$ cat src/hdl/csr_defs.svh
`ifndef CSR_DEFS_SVH
`define CSR_DEFS_SVH

// data path and field widths
`define CSR_XLEN 32
`define CSR_NUM_W 14
`define CSR_HWI_N 8

// csr numbers
`define CSR_CRMD 14'h000
`define CSR_PRMD 14'h001
`define CSR_ECFG 14'h004
`define CSR_ESTAT 14'h005
`define CSR_ERA 14'h006
`define CSR_BADV 14'h007
`define CSR_EENTRY 14'h00c
`define CSR_SAVE0 14'h030
`define CSR_SAVE1 14'h031
`define CSR_SAVE2 14'h032
`define CSR_SAVE3 14'h033
`define CSR_TID 14'h040
`define CSR_TCFG 14'h041
`define CSR_TVAL 14'h042
`define CSR_TICLR 14'h044

// exception codes
`define CSR_ECODE_INT 6'h00
`define CSR_ECODE_ADE 6'h08
`define CSR_ESUB_ADEF 9'h000

// da set, everything else clear
`define CSR_CRMD_RST 9'h008

`endif
$ cat src/hdl/csr_pkg.sv
`default_nettype none
`include "csr_defs.svh"

package csr_pkg;

    typedef enum logic [2:0] {
        NONE,
        CSRRD,
        CSRWR,
        CSRXCHG,
        ERTN,
        EXCP
    } csr_op_e;

    typedef enum logic [1:0] {
        CMT_NONE,
        CMT_WRITE,
        CMT_TRAP,
        CMT_RETURN
    } csr_kind_e;

    typedef struct packed {
        logic       pad;
        logic [8:0] esubcode;
        logic [5:0] ecode;
    } csr_excp_t;

    // csr number for csr ops, exception codes for EXCP
    typedef union packed {
        logic [15:0] csr_num;
        csr_excp_t   excp;
    } csr_arg_u;

    typedef struct packed {
        logic                 valid;
        csr_op_e              op;
        csr_arg_u             arg;
        logic [`CSR_XLEN-1:0] din;
        logic [`CSR_XLEN-1:0] mask;
        logic [`CSR_XLEN-1:0] pc;
        logic [`CSR_XLEN-1:0] badv;
    } csr_req_t;

    typedef struct packed {
        logic                 flush;
        logic                 excp_flush;
        logic                 ertn_flush;
        logic [`CSR_XLEN-1:0] target_pc;
        logic [`CSR_XLEN-1:0] rdata;
    } csr_resp_t;

    typedef struct packed {
        csr_kind_e             kind;
        logic [`CSR_NUM_W-1:0] csr_num;
        logic [`CSR_XLEN-1:0]  wdata;
        logic [`CSR_XLEN-1:0]  pc;
        logic [5:0]            ecode;
        logic [8:0]            esubcode;
        logic [`CSR_XLEN-1:0]  badv;
    } csr_commit_t;

endpackage

`default_nettype wire

$ cat src/hdl/csr_top.sv
`default_nettype none
`include "csr_defs.svh"

module csr_top
    import csr_pkg::*;
(
    input  logic                  clk,
    input  logic                  rstn,
    input  csr_req_t              req,
    input  logic                  stall,
    input  logic                  flush_in,
    input  logic [`CSR_HWI_N-1:0] hw_int,
    input  logic                  ipi,
    output csr_resp_t             resp
);

    logic [`CSR_NUM_W-1:0] rd_num;
    logic [`CSR_XLEN-1:0]  rd_data;
    logic                  int_pending;
    logic [`CSR_XLEN-1:0]  era;
    logic [`CSR_XLEN-1:0]  eentry;
    csr_commit_t           commit;
    logic                  tcfg_we;
    logic                  ticlr;
    logic [`CSR_XLEN-1:0]  wdata;
    logic [`CSR_XLEN-1:0]  tcfg;
    logic [`CSR_XLEN-1:0]  tval;
    logic                  ti;

    csr_issue u_issue (
        .clk(clk), .rstn(rstn), .req(req), .stall(stall), .flush_in(flush_in),
        .rd_num(rd_num), .rd_data(rd_data), .int_pending(int_pending),
        .era(era), .eentry(eentry), .resp(resp), .commit(commit)
    );

    csr_file u_file (
        .clk(clk), .rstn(rstn), .rd_num(rd_num), .rd_data(rd_data), .commit(commit),
        .hw_int(hw_int), .ipi(ipi), .tcfg(tcfg), .tval(tval), .ti(ti),
        .tcfg_we(tcfg_we), .ticlr(ticlr), .wdata(wdata),
        .int_pending(int_pending), .era(era), .eentry(eentry)
    );

    csr_timer #(.timer_width(`CSR_XLEN)) u_timer (
        .clk(clk), .rstn(rstn), .tcfg_we(tcfg_we), .ticlr(ticlr), .wdata(wdata),
        .tcfg(tcfg), .tval(tval), .ti(ti)
    );

endmodule

`default_nettype wire

$ cat src/hdl/csr_timer.sv
`default_nettype none
`include "csr_defs.svh"

module csr_timer #(
    parameter int timer_width = 32
) (
    input  logic                       clk,
    input  logic                       rstn,
    input  logic                       tcfg_we,
    input  logic                       ticlr,
    input  logic [`CSR_XLEN-1:0]       wdata,
    output logic [timer_width-1:0]     tcfg,
    output logic [timer_width-1:0]     tval,
    output logic                       ti
);

    logic en_q;
    logic en;
    logic periodic;

    assign en = tcfg[0];
    assign periodic = tcfg[1];

    always_ff @(posedge clk)
    begin
        if (!rstn)
        begin
            tcfg <= '0;
            tval <= '0;
            en_q <= 1'b0;
            ti <= 1'b0;
        end
        else
        begin
            en_q <= en;
            if (tcfg_we)
                tcfg <= wdata[timer_width-1:0];

            // clear wins over a new expiry
            if (ticlr && wdata[0])
                ti <= 1'b0;
            else if (tval == '0 && en && en_q)
                ti <= 1'b1;

            if ((en && !en_q) || (en && periodic && tval == '0))
                tval <= {tcfg[timer_width-1:2], 2'b0};
            else if (!en && en_q)
                tval <= '0;
            else if (en && tval != '1)
                tval <= tval - 1'b1;
        end
    end

    a_ti_needs_en: assert property (@(posedge clk) disable iff (!rstn)
        $rose(ti) |-> $past(en));

endmodule

`default_nettype wire

$ cat src/hdl/csr_file.sv
`default_nettype none
`include "csr_defs.svh"

module csr_file
    import csr_pkg::*;
(
    input  logic                  clk,
    input  logic                  rstn,
    input  logic [`CSR_NUM_W-1:0] rd_num,
    output logic [`CSR_XLEN-1:0]  rd_data,
    input  csr_commit_t           commit,
    input  logic [`CSR_HWI_N-1:0] hw_int,
    input  logic                  ipi,
    input  logic [`CSR_XLEN-1:0]  tcfg,
    input  logic [`CSR_XLEN-1:0]  tval,
    input  logic                  ti,
    output logic                  tcfg_we,
    output logic                  ticlr,
    output logic [`CSR_XLEN-1:0]  wdata,
    output logic                  int_pending,
    output logic [`CSR_XLEN-1:0]  era,
    output logic [`CSR_XLEN-1:0]  eentry
);

    logic [8:0]             crmd;
    logic [2:0]             prmd;
    logic [12:0]            lie;
    logic [1:0]             estat_is;
    logic [5:0]             estat_ecode;
    logic [8:0]             estat_esub;
    logic [`CSR_XLEN-1:0]   era_q;
    logic [`CSR_XLEN-1:0]   badv;
    logic [`CSR_XLEN-1:6]   eentry_q;
    logic [`CSR_XLEN-1:0]   save [4];
    logic [`CSR_XLEN-1:0]   tid;
    logic [`CSR_HWI_N+3:0]  int_lines;
    logic                   is_write;

    assign era = era_q;
    assign eentry = {eentry_q, 6'b0};

    // ipi, timer, hardware lines, software bits
    assign int_lines = {ipi, ti, hw_int, estat_is};
    assign int_pending = crmd[2] && |(int_lines & {lie[12:11], lie[9:0]});

    assign is_write = (commit.kind == CMT_WRITE);
    assign tcfg_we = is_write && (commit.csr_num == `CSR_TCFG);
    assign ticlr = is_write && (commit.csr_num == `CSR_TICLR);
    assign wdata = commit.wdata;

    always_comb
    begin
        case (rd_num)
            `CSR_CRMD:   rd_data = {23'b0, crmd};
            `CSR_PRMD:   rd_data = {29'b0, prmd};
            `CSR_ECFG:   rd_data = {19'b0, lie};
            `CSR_ESTAT:
                rd_data = {1'b0, estat_esub, estat_ecode, 3'b0, ipi, ti, 1'b0, hw_int, estat_is};
            `CSR_ERA:    rd_data = era_q;
            `CSR_BADV:   rd_data = badv;
            `CSR_EENTRY: rd_data = eentry;
            `CSR_SAVE0, `CSR_SAVE1, `CSR_SAVE2, `CSR_SAVE3:
                rd_data = save[rd_num[1:0]];
            `CSR_TID:    rd_data = tid;
            `CSR_TCFG:   rd_data = tcfg;
            `CSR_TVAL:   rd_data = tval;
            default:     rd_data = '0;
        endcase
    end

    always_ff @(posedge clk)
    begin
        if (!rstn)
        begin
            crmd <= `CSR_CRMD_RST;
            prmd <= '0;
            lie <= '0;
            estat_is <= '0;
            estat_ecode <= '0;
            estat_esub <= '0;
            era_q <= '0;
            badv <= '0;
            eentry_q <= '0;
            for (int i = 0; i < 4; i++)
                save[i] <= '0;
            tid <= '0;
        end
        else
        begin
            case (commit.kind)
                CMT_WRITE:
                begin
                    case (commit.csr_num)
                        `CSR_CRMD:
                        begin
                            crmd[2:0] <= commit.wdata[2:0];
                            crmd[8:5] <= commit.wdata[8:5];
                            // da and pg must stay one-hot
                            if (commit.wdata[4] ^ commit.wdata[3])
                                crmd[4:3] <= commit.wdata[4:3];
                        end
                        `CSR_PRMD:   prmd <= commit.wdata[2:0];
                        `CSR_ECFG:   lie <= {commit.wdata[12:11], 1'b0, commit.wdata[9:0]};
                        `CSR_ESTAT:  estat_is <= commit.wdata[1:0];
                        `CSR_ERA:    era_q <= commit.wdata;
                        `CSR_BADV:   badv <= commit.wdata;
                        `CSR_EENTRY: eentry_q <= commit.wdata[`CSR_XLEN-1:6];
                        `CSR_SAVE0, `CSR_SAVE1, `CSR_SAVE2, `CSR_SAVE3:
                            save[commit.csr_num[1:0]] <= commit.wdata;
                        `CSR_TID:    tid <= commit.wdata;
                        default:
                            ;
                    endcase
                end
                CMT_TRAP:
                begin
                    prmd <= crmd[2:0];
                    crmd[2:0] <= 3'b0;
                    era_q <= commit.pc;
                    estat_ecode <= commit.ecode;
                    estat_esub <= commit.esubcode;
                    badv <= commit.badv;
                end
                CMT_RETURN:
                    crmd[2:0] <= prmd;
                default:
                    ;
            endcase
        end
    end

    a_commit_known: assert property (@(posedge clk) disable iff (!rstn)
        !$isunknown(commit.kind));

endmodule

`default_nettype wire

$ cat src/hdl/csr_issue.sv
`default_nettype none
`include "csr_defs.svh"

module csr_issue
    import csr_pkg::*;
(
    input  logic                  clk,
    input  logic                  rstn,
    input  csr_req_t              req,
    input  logic                  stall,
    input  logic                  flush_in,
    output logic [`CSR_NUM_W-1:0] rd_num,
    input  logic [`CSR_XLEN-1:0]  rd_data,
    input  logic                  int_pending,
    input  logic [`CSR_XLEN-1:0]  era,
    input  logic [`CSR_XLEN-1:0]  eentry,
    output csr_resp_t             resp,
    output csr_commit_t           commit
);

    logic                 accept;
    logic                 take_int;
    logic [`CSR_XLEN-1:0] wmask;
    csr_resp_t            resp_d;
    csr_commit_t          commit_d;

    assign rd_num = req.arg.csr_num[`CSR_NUM_W-1:0];
    assign accept = req.valid && !stall && !flush_in;
    // staged trap has not cleared CRMD.IE yet
    assign take_int = int_pending && req.valid && (commit.kind != CMT_TRAP);
    // plain write behaves as an all-ones mask
    assign wmask = (req.op == CSRXCHG) ? req.mask : '1;

    always_comb
    begin
        resp_d = '0;
        commit_d = '0;
        commit_d.csr_num = rd_num;
        commit_d.pc = req.pc;
        commit_d.badv = req.badv;
        commit_d.wdata = (rd_data & ~wmask) | (req.din & wmask);
        if (take_int)
        begin
            resp_d.flush = 1'b1;
            resp_d.excp_flush = 1'b1;
            resp_d.target_pc = eentry;
            commit_d.kind = CMT_TRAP;
            commit_d.ecode = `CSR_ECODE_INT;
            commit_d.esubcode = '0;
        end
        else if (accept)
        begin
            case (req.op)
                CSRRD:
                begin
                    resp_d.rdata = rd_data;
                end
                CSRWR, CSRXCHG:
                begin
                    resp_d.flush = 1'b1;
                    resp_d.target_pc = req.pc + `CSR_XLEN'd4;
                    resp_d.rdata = rd_data;
                    commit_d.kind = CMT_WRITE;
                end
                ERTN:
                begin
                    resp_d.flush = 1'b1;
                    resp_d.ertn_flush = 1'b1;
                    resp_d.target_pc = era;
                    commit_d.kind = CMT_RETURN;
                end
                EXCP:
                begin
                    resp_d.flush = 1'b1;
                    resp_d.excp_flush = 1'b1;
                    resp_d.target_pc = eentry;
                    commit_d.kind = CMT_TRAP;
                    commit_d.ecode = req.arg.excp.ecode;
                    commit_d.esubcode = req.arg.excp.esubcode;
                    // fetch address error reports the pc itself
                    if (req.arg.excp.ecode == `CSR_ECODE_ADE &&
                        req.arg.excp.esubcode == `CSR_ESUB_ADEF)
                        commit_d.badv = req.pc;
                end
                default:
                    ;
            endcase
        end
    end

    always_ff @(posedge clk)
    begin
        if (!rstn)
        begin
            resp <= '0;
            commit.kind <= CMT_NONE;
        end
        else
        begin
            resp <= resp_d;
            commit.kind <= commit_d.kind;
        end
    end

    always_ff @(posedge clk)
    begin
        commit.csr_num <= commit_d.csr_num;
        commit.wdata <= commit_d.wdata;
        commit.pc <= commit_d.pc;
        commit.ecode <= commit_d.ecode;
        commit.esubcode <= commit_d.esubcode;
        commit.badv <= commit_d.badv;
    end

    a_one_flush_kind: assert property (@(posedge clk) disable iff (!rstn)
        !(resp.excp_flush && resp.ertn_flush));

    a_kind_implies_flush: assert property (@(posedge clk) disable iff (!rstn)
        (resp.excp_flush || resp.ertn_flush) |-> resp.flush);

endmodule

`default_nettype wire

$ cat config.mk
export PLATFORM = sky130hd
export DESIGN_NAME = csr_top
export DESIGN_NICKNAME = d
export VERILOG_FILES = /design/src/hdl/csr_pkg.sv /design/src/hdl/csr_top.sv /design/src/hdl/csr_timer.sv /design/src/hdl/csr_file.sv /design/src/hdl/csr_issue.sv
export VERILOG_INCLUDE_DIRS = /design/src /design/src/hdl
export SDC_FILE = /design/constraint.sdc
export NUM_CORES = 1
export LEC_CHECK = 0
export ABC_AREA = 1
export BUFFER_PORTS_ARGS = -buffer_cell sky130_fd_sc_hd__buf_2
export CAP_MARGIN = 40
export CORE_MARGIN = 2
export CORE_UTILIZATION = 55
export CTS_CLUSTER_SIZE = 12
export DETAILED_ROUTE_END_ITERATION = 6
export PLACE_DENSITY = 0.8
export SETUP_SLACK_MARGIN = 0.2
export SYNTH_ARGS = -nofsm -noshare
export SYNTH_HDL_FRONTEND = slang
export SYNTH_HIERARCHICAL = 1
export SYNTH_SLANG_ARGS = --single-unit
$ cat constraint.sdc
create_clock -name clk -period 7.7 [get_ports clk]
set_input_delay 1.54 -clock clk [delete_from_list [all_inputs] [get_ports clk]]
set_output_delay 1.54 -clock clk [all_outputs]
set_load 0.03 [all_outputs]
Word level (Yosys, flattened, before mapping) --
Memory sizes are Yosys's and may differ from the RTL's. Index checks and enable logic that the tools add are counted.
Storage, ports and cells: memory bits (writable) 128, input bits 161, bits in latches 0, memory bits (read-only) 0, flip-flop bits (word level) 423, memories kept 1, word-level logic and storage cells 171, output and inout port bits 67
Cells by class: div/mod/pow operators 0, equality and inequality tests 41, multiplexer cells 36, $lt $le $gt $ge 0, reduce and logical (&&, ||, !) cells 50, shift operators 0, bitwise logic cells 10, add/subtract/negate cells 2, multipliers 0
Memories:
- u_file.save | depth 4, width 32, rd ports 1, clocked after Yosys merged registers in 0, wr ports 4, RTL line csr_file.sv:34 | logic [`CSR_XLEN-1:0] save [4];
Operator list (count):
- $mux W32 | 13
- $pmux W32 S11 | 1
- $pmux W32 S2 | 2
- $eq A14 B3 Y1 const B | 8
- $eq A14 B6 Y1 const B | 8
- $pmux W32 S3 | 1
- $eq A14 B7 Y1 const B | 6
- $mux W67 | 1
- $and A32 B32 Y32 | 2
- $add A32 B3 Y32 const B | 1
- $logic_not A32 Y1 | 1
- $ne A32 B32 Y1 const B | 1
- $not A32 Y32 | 1
- $or A32 B32 Y32 | 1
- $reduce_or A32 Y1 | 1
- $sub A32 B1 Y32 const B | 1
- $eq A14 B1 Y1 const B | 2
- $eq A14 B4 Y1 const B | 2
- $logic_not A14 Y1 | 2
- $reduce_and A2 Y1 | 9
- $logic_and A1 B1 Y1 | 16
- $reduce_or A4 Y1 | 4
- $and A12 B12 Y12 | 1
- $reduce_or A12 Y1 | 1
- 23 further kinds | 53

Longest topological paths before layout --
depth in word-level cells 8, depth in mapped cells 14, depth with buffers taken out 13

Hierarchy --
Netlist, hierarchy kept.
Modules (own cells, without submodules):
- csr_file | instances 1, cells each 2212, sequential area each 7106.8 um^2, area each 15315.9 um^2
- csr_issue | instances 1, cells each 924, sequential area each 3883.7 um^2, area each 7407.1 um^2
- csr_timer | instances 1, cells each 607, sequential area each 1321.3 um^2, area each 3793.6 um^2

Worst setup path after synthesis --
OpenSTA, ideal clock, no wires.
path type input-to-reg, start input port rstn, end memory u_file/save[3][0] (netlist bit) (enable), setup time 0.658 ns, stages on the path 3, required time 7.042 ns, arrival time 3.045 ns, buffers on the path 2, slack 3.997 ns, cells stage by stage clkbuf_1 > clkbuf_1 > o21ai_0
RTL lines:
- start: declaration | RTL line csr_top.sv:8 | input logic rstn,
- end: declaration | RTL line csr_file.sv:34

==> impl_metrics.json <==
{
  "dieWidth_um": 224,
  "synth_flop_cell": "dfxtp_1",
  "grt_pass1_vias": 23400,
  "min_path_cells": 2,
  "use_met2_pct": 52.5,
  "area_delta_synth_final_pct": 10.4,
  "setup_viol": 0,
  "clock_latency_ns": 0.63,
  "drt_first_pass_iters": 6,
  "h-tree-depth": 2,
  "peakVddDrop_v": 0.000147,
  "ios": 228,
  "clkTransAtPathRegs_ns": 0.06,
  "max-cap-violations": 0,
  "via_per_inst": 5.72,
  "hold_class": "flip-flop to flip-flop",
  "hpwl_um": 61600,
  "synth-edff-count": 128,
  "slew_headroom_pct": 38.3,
  "r2r_start": "u_timer/tval[1]",
  "routabilityCongestion": 1.01,
  "power_mw": 5.99,
  "syn_area_sq_um": 26500,
  "worst_slew_pin_slew_ns": 0.925,
  "wirelength_um": 88100,
  "finalClockSkew_ns": 0.0252,
  "cp.arrival_ns": 4.66,
  "ant_nets": 0,
  "drc": 0,
  "yosysWarnings": 6,
  "clock_sink_count": 551,
  "async_flop_share_pct": 0,
  "use_met1_pct": 48.1,
  "worstHoldStart": "u_file/crmd[7]",
  "drive_above_1_share_pct": 11.1,
  "hold_viol": 0,
  "grt-ovfl-total": 0,
  "final.min_clock_period_ns": 4.13,
  "portBuffers": 226,
  "crit_fanout": 28,
  "status": "finished clean",
  "rsz0062_at_grt": "no",
  "cp-start-kind": "primary input",
  "antenna_found_initial": 0,
  "nets": 3996,
  "critPathRequiredTime_ns": 8.23,
  "num_rows": 80,
  "start_util_pct": 55.7,
  "synth_cell_type_count": 50,
  "grt_use_total_pct": 34.4,
  "grt_max_degree": 90,
  "tns_ns": 0,
  "final_util_pct": 61.4,
  "grt_pass1_wl_um": 133000,
  "hold_buffers": 0,
  "slew_violations": 0,
  "num_vias": 25700,
  "dp.cells": 4387,
  "endpoint_kind": "flip-flop",
  "postSynthCellCount": 3743,
  "critPathLaunch": "req[129]",
  "synth_area_per_cell_sq_um": 7.08,
  "layout.cells.non_filler": 4484,
  "die_h_um": 224,
  "drt-initial-drc-count": 3464,
  "p_per_area_nw_per_um2": 205,
  "leakagePower_nw": 13.2,
  "antennaDiodeCount": 0,
  "cts_resized": 0,
  "busiest_layer": "met2",
  "fmax_ghz": 0.242,
  "finalCritPeriodShare_pct": 53.7,
  "numCtsBuffers": 56,
  "wl_per_cell_um": 19.7,
  "rr_worst_depth": 10,
  "cts_post_setup_buffers_inserted": 0,
  "cts_tree": "yes",
  "grtUsageMet3_pct": 5.69,
  "cts_root_buffer": "clkbuf_16",
  "worstSetupPathType": "primary input to flip-flop",
  "clock_path_buffers": 3,
  "coreArea_sq_um": 47600,
  "ys_ff_latch": 551,
  "die_area_sq_um": 50000,
  "yosysSeqAreaShare_pct": 46.4
}
worst paths after layout:
kind                        endpoint  slack [ns]
setup / recovery  u_issue/commit[95]        3.57
hold / removal        u_file/crmd[7]        0.48
setup reg to reg    u_timer/tval[29]        4.74
hold reg to reg       u_file/crmd[7]        0.48
layout by cell type (no fill, tap or decap), drive strengths merged, types with 5 or more instances in the layout:
| cell type | netlist | routed |
|---|---|---|
| nand2 | 1071 | 1071 |
| nor2 | 670 | 670 |
| dfxtp | 423 | 423 |
| nand3 | 377 | 377 |
| inv | 292 | 293 |
| buf | 154 | 270 |
| o21ai | 216 | 216 |
| a21oi | 167 | 167 |
| edfxtp | 128 | 128 |
| clkbuf | 92 | 85 |
| a31oi | 42 | 42 |
| nand4 | 31 | 31 |
| xor2 | 16 | 16 |
| nor3 | 16 | 16 |
| a32o | 13 | 13 |
| clkinv | 2 | 12 |
| conb | 1 | 6 |
| ha | 5 | 5 |
layer usage:
metal,routed length (um),up-vias,share of wire [%]
li1,-,12100,-
met1,35300,11700,40
met2,38800,1613,44
met3,9960,230,11
met4,4040,0,4.6
met5,0,-,0
report_power, final:
| part | switching, mW | internal (mW) | total (mW) |
|---|---|---|---|
| Clock | 1.12 | 1.43 | 2.55 |
| Combinational | 0.237 | 0.103 | 0.340 |
| Sequential | 0.0682 | 3.03 | 3.10 |
| Total | 1.43 | 4.56 | 5.99 |
Yosys cell counts, types with 2 or more instances:
library cell / instances / area, sq um
nor4_1: 3 / 18.8
nor2_4: 6 / 67.6
nand2_1: 1064 / 3990
and3_1: 2 / 12.5
nand4_1: 29 / 181
edfxtp_1: 128 / 3840
xor2_1: 16 / 140
a32oi_1: 3 / 26.3
nand2_2: 4 / 25.0
ha_1: 5 / 62.6
nand2_4: 3 / 33.8
o21ai_2: 32 / 280
nor2_1: 652 / 2450
o21bai_1: 3 / 22.5
buf_6: 14 / 158
nor3_4: 2 / 32.5
nand3_1: 375 / 1880
a21oi_1: 166 / 831
inv_2: 6 / 22.5
a32o_1: 13 / 130
xnor2_1: 2 / 17.5
buf_4: 62 / 465
a31oi_1: 42 / 263
clkbuf_1: 92 / 345
buf_2: 68 / 340
a21boi_1: 2 / 15.0
a211oi_1: 3 / 22.5
buf_1: 9 / 33.8
nand4_4: 2 / 42.5
inv_1: 286 / 1070
nand3_4: 2 / 35.0
o31ai_1: 2 / 15.0
nor3_1: 14 / 70.1
dfxtp_1: 423 / 8470
o21ai_1: 19 / 95.1
o21ai_0: 165 / 826
nor2_2: 11 / 68.8
metrics by stage:
step	cell area [sq um]	worst slack (ns)	hold slack [ns]
after floorplan	26500	4.00	0.430
after global placement	27400	2.62	0.459
after detailed placement	27600	3.06	0.467
after CTS	29300	3.65	0.475
after global routing	29300	3.46	0.499
final	29300	3.57	0.478
flip-flops by register name (all words and copies together), names as in the netlist:
register,flops
u_file/estat_is,2
u_file/crmd,9
u_timer/en_q,1
u_timer/ti,1
u_timer/tcfg,32
u_timer/tval,32
u_file/estat_esub,9
u_file/tid,32
u_file/era,32
u_issue/resp,67
u_file/lie,12
u_file/save,128
u_issue/commit,127
u_file/eentry_q,26
u_file/estat_ecode,6
u_file/prmd,3
u_file/badv,32
cell type report:
class,count,area (sq um)
clock buffers,85,1600
clock inverters,12,73.8
fillers,4364,18400
inverters,294,1100
multi-input cells,2657,11800
flip-flops and latches,551,12300
well taps,615,769
repair buffers,270,1570
critical path: stages:
cell	delay, ns
buf_2	0.24
inv_2	0.59
nand2_1	0.18
nor2_2	0.65
nand3_1	0.63
nor2_1	0.28
nor2_1	0.07
nand3_1	0.19
inv_1	0.09
a31oi_1	0.18
logic make-up (layout without fill, tap and decap cells):
family                     count (synthesis)  after routing  synth area share, %
buffers and inverters                    540            661                 9.29
AOI/OAI and AO/OA                        455            455                 9.70
xor gates and xnor gates                  18             18                0.595
DFF                                      551            551                 46.4
other                                      1              6               0.0141
and+or+nand+nor                         2173           2173                 33.7
adders and majority gates                  5              5                0.236
No activity file was read; power rests on OpenSTA's default activity.
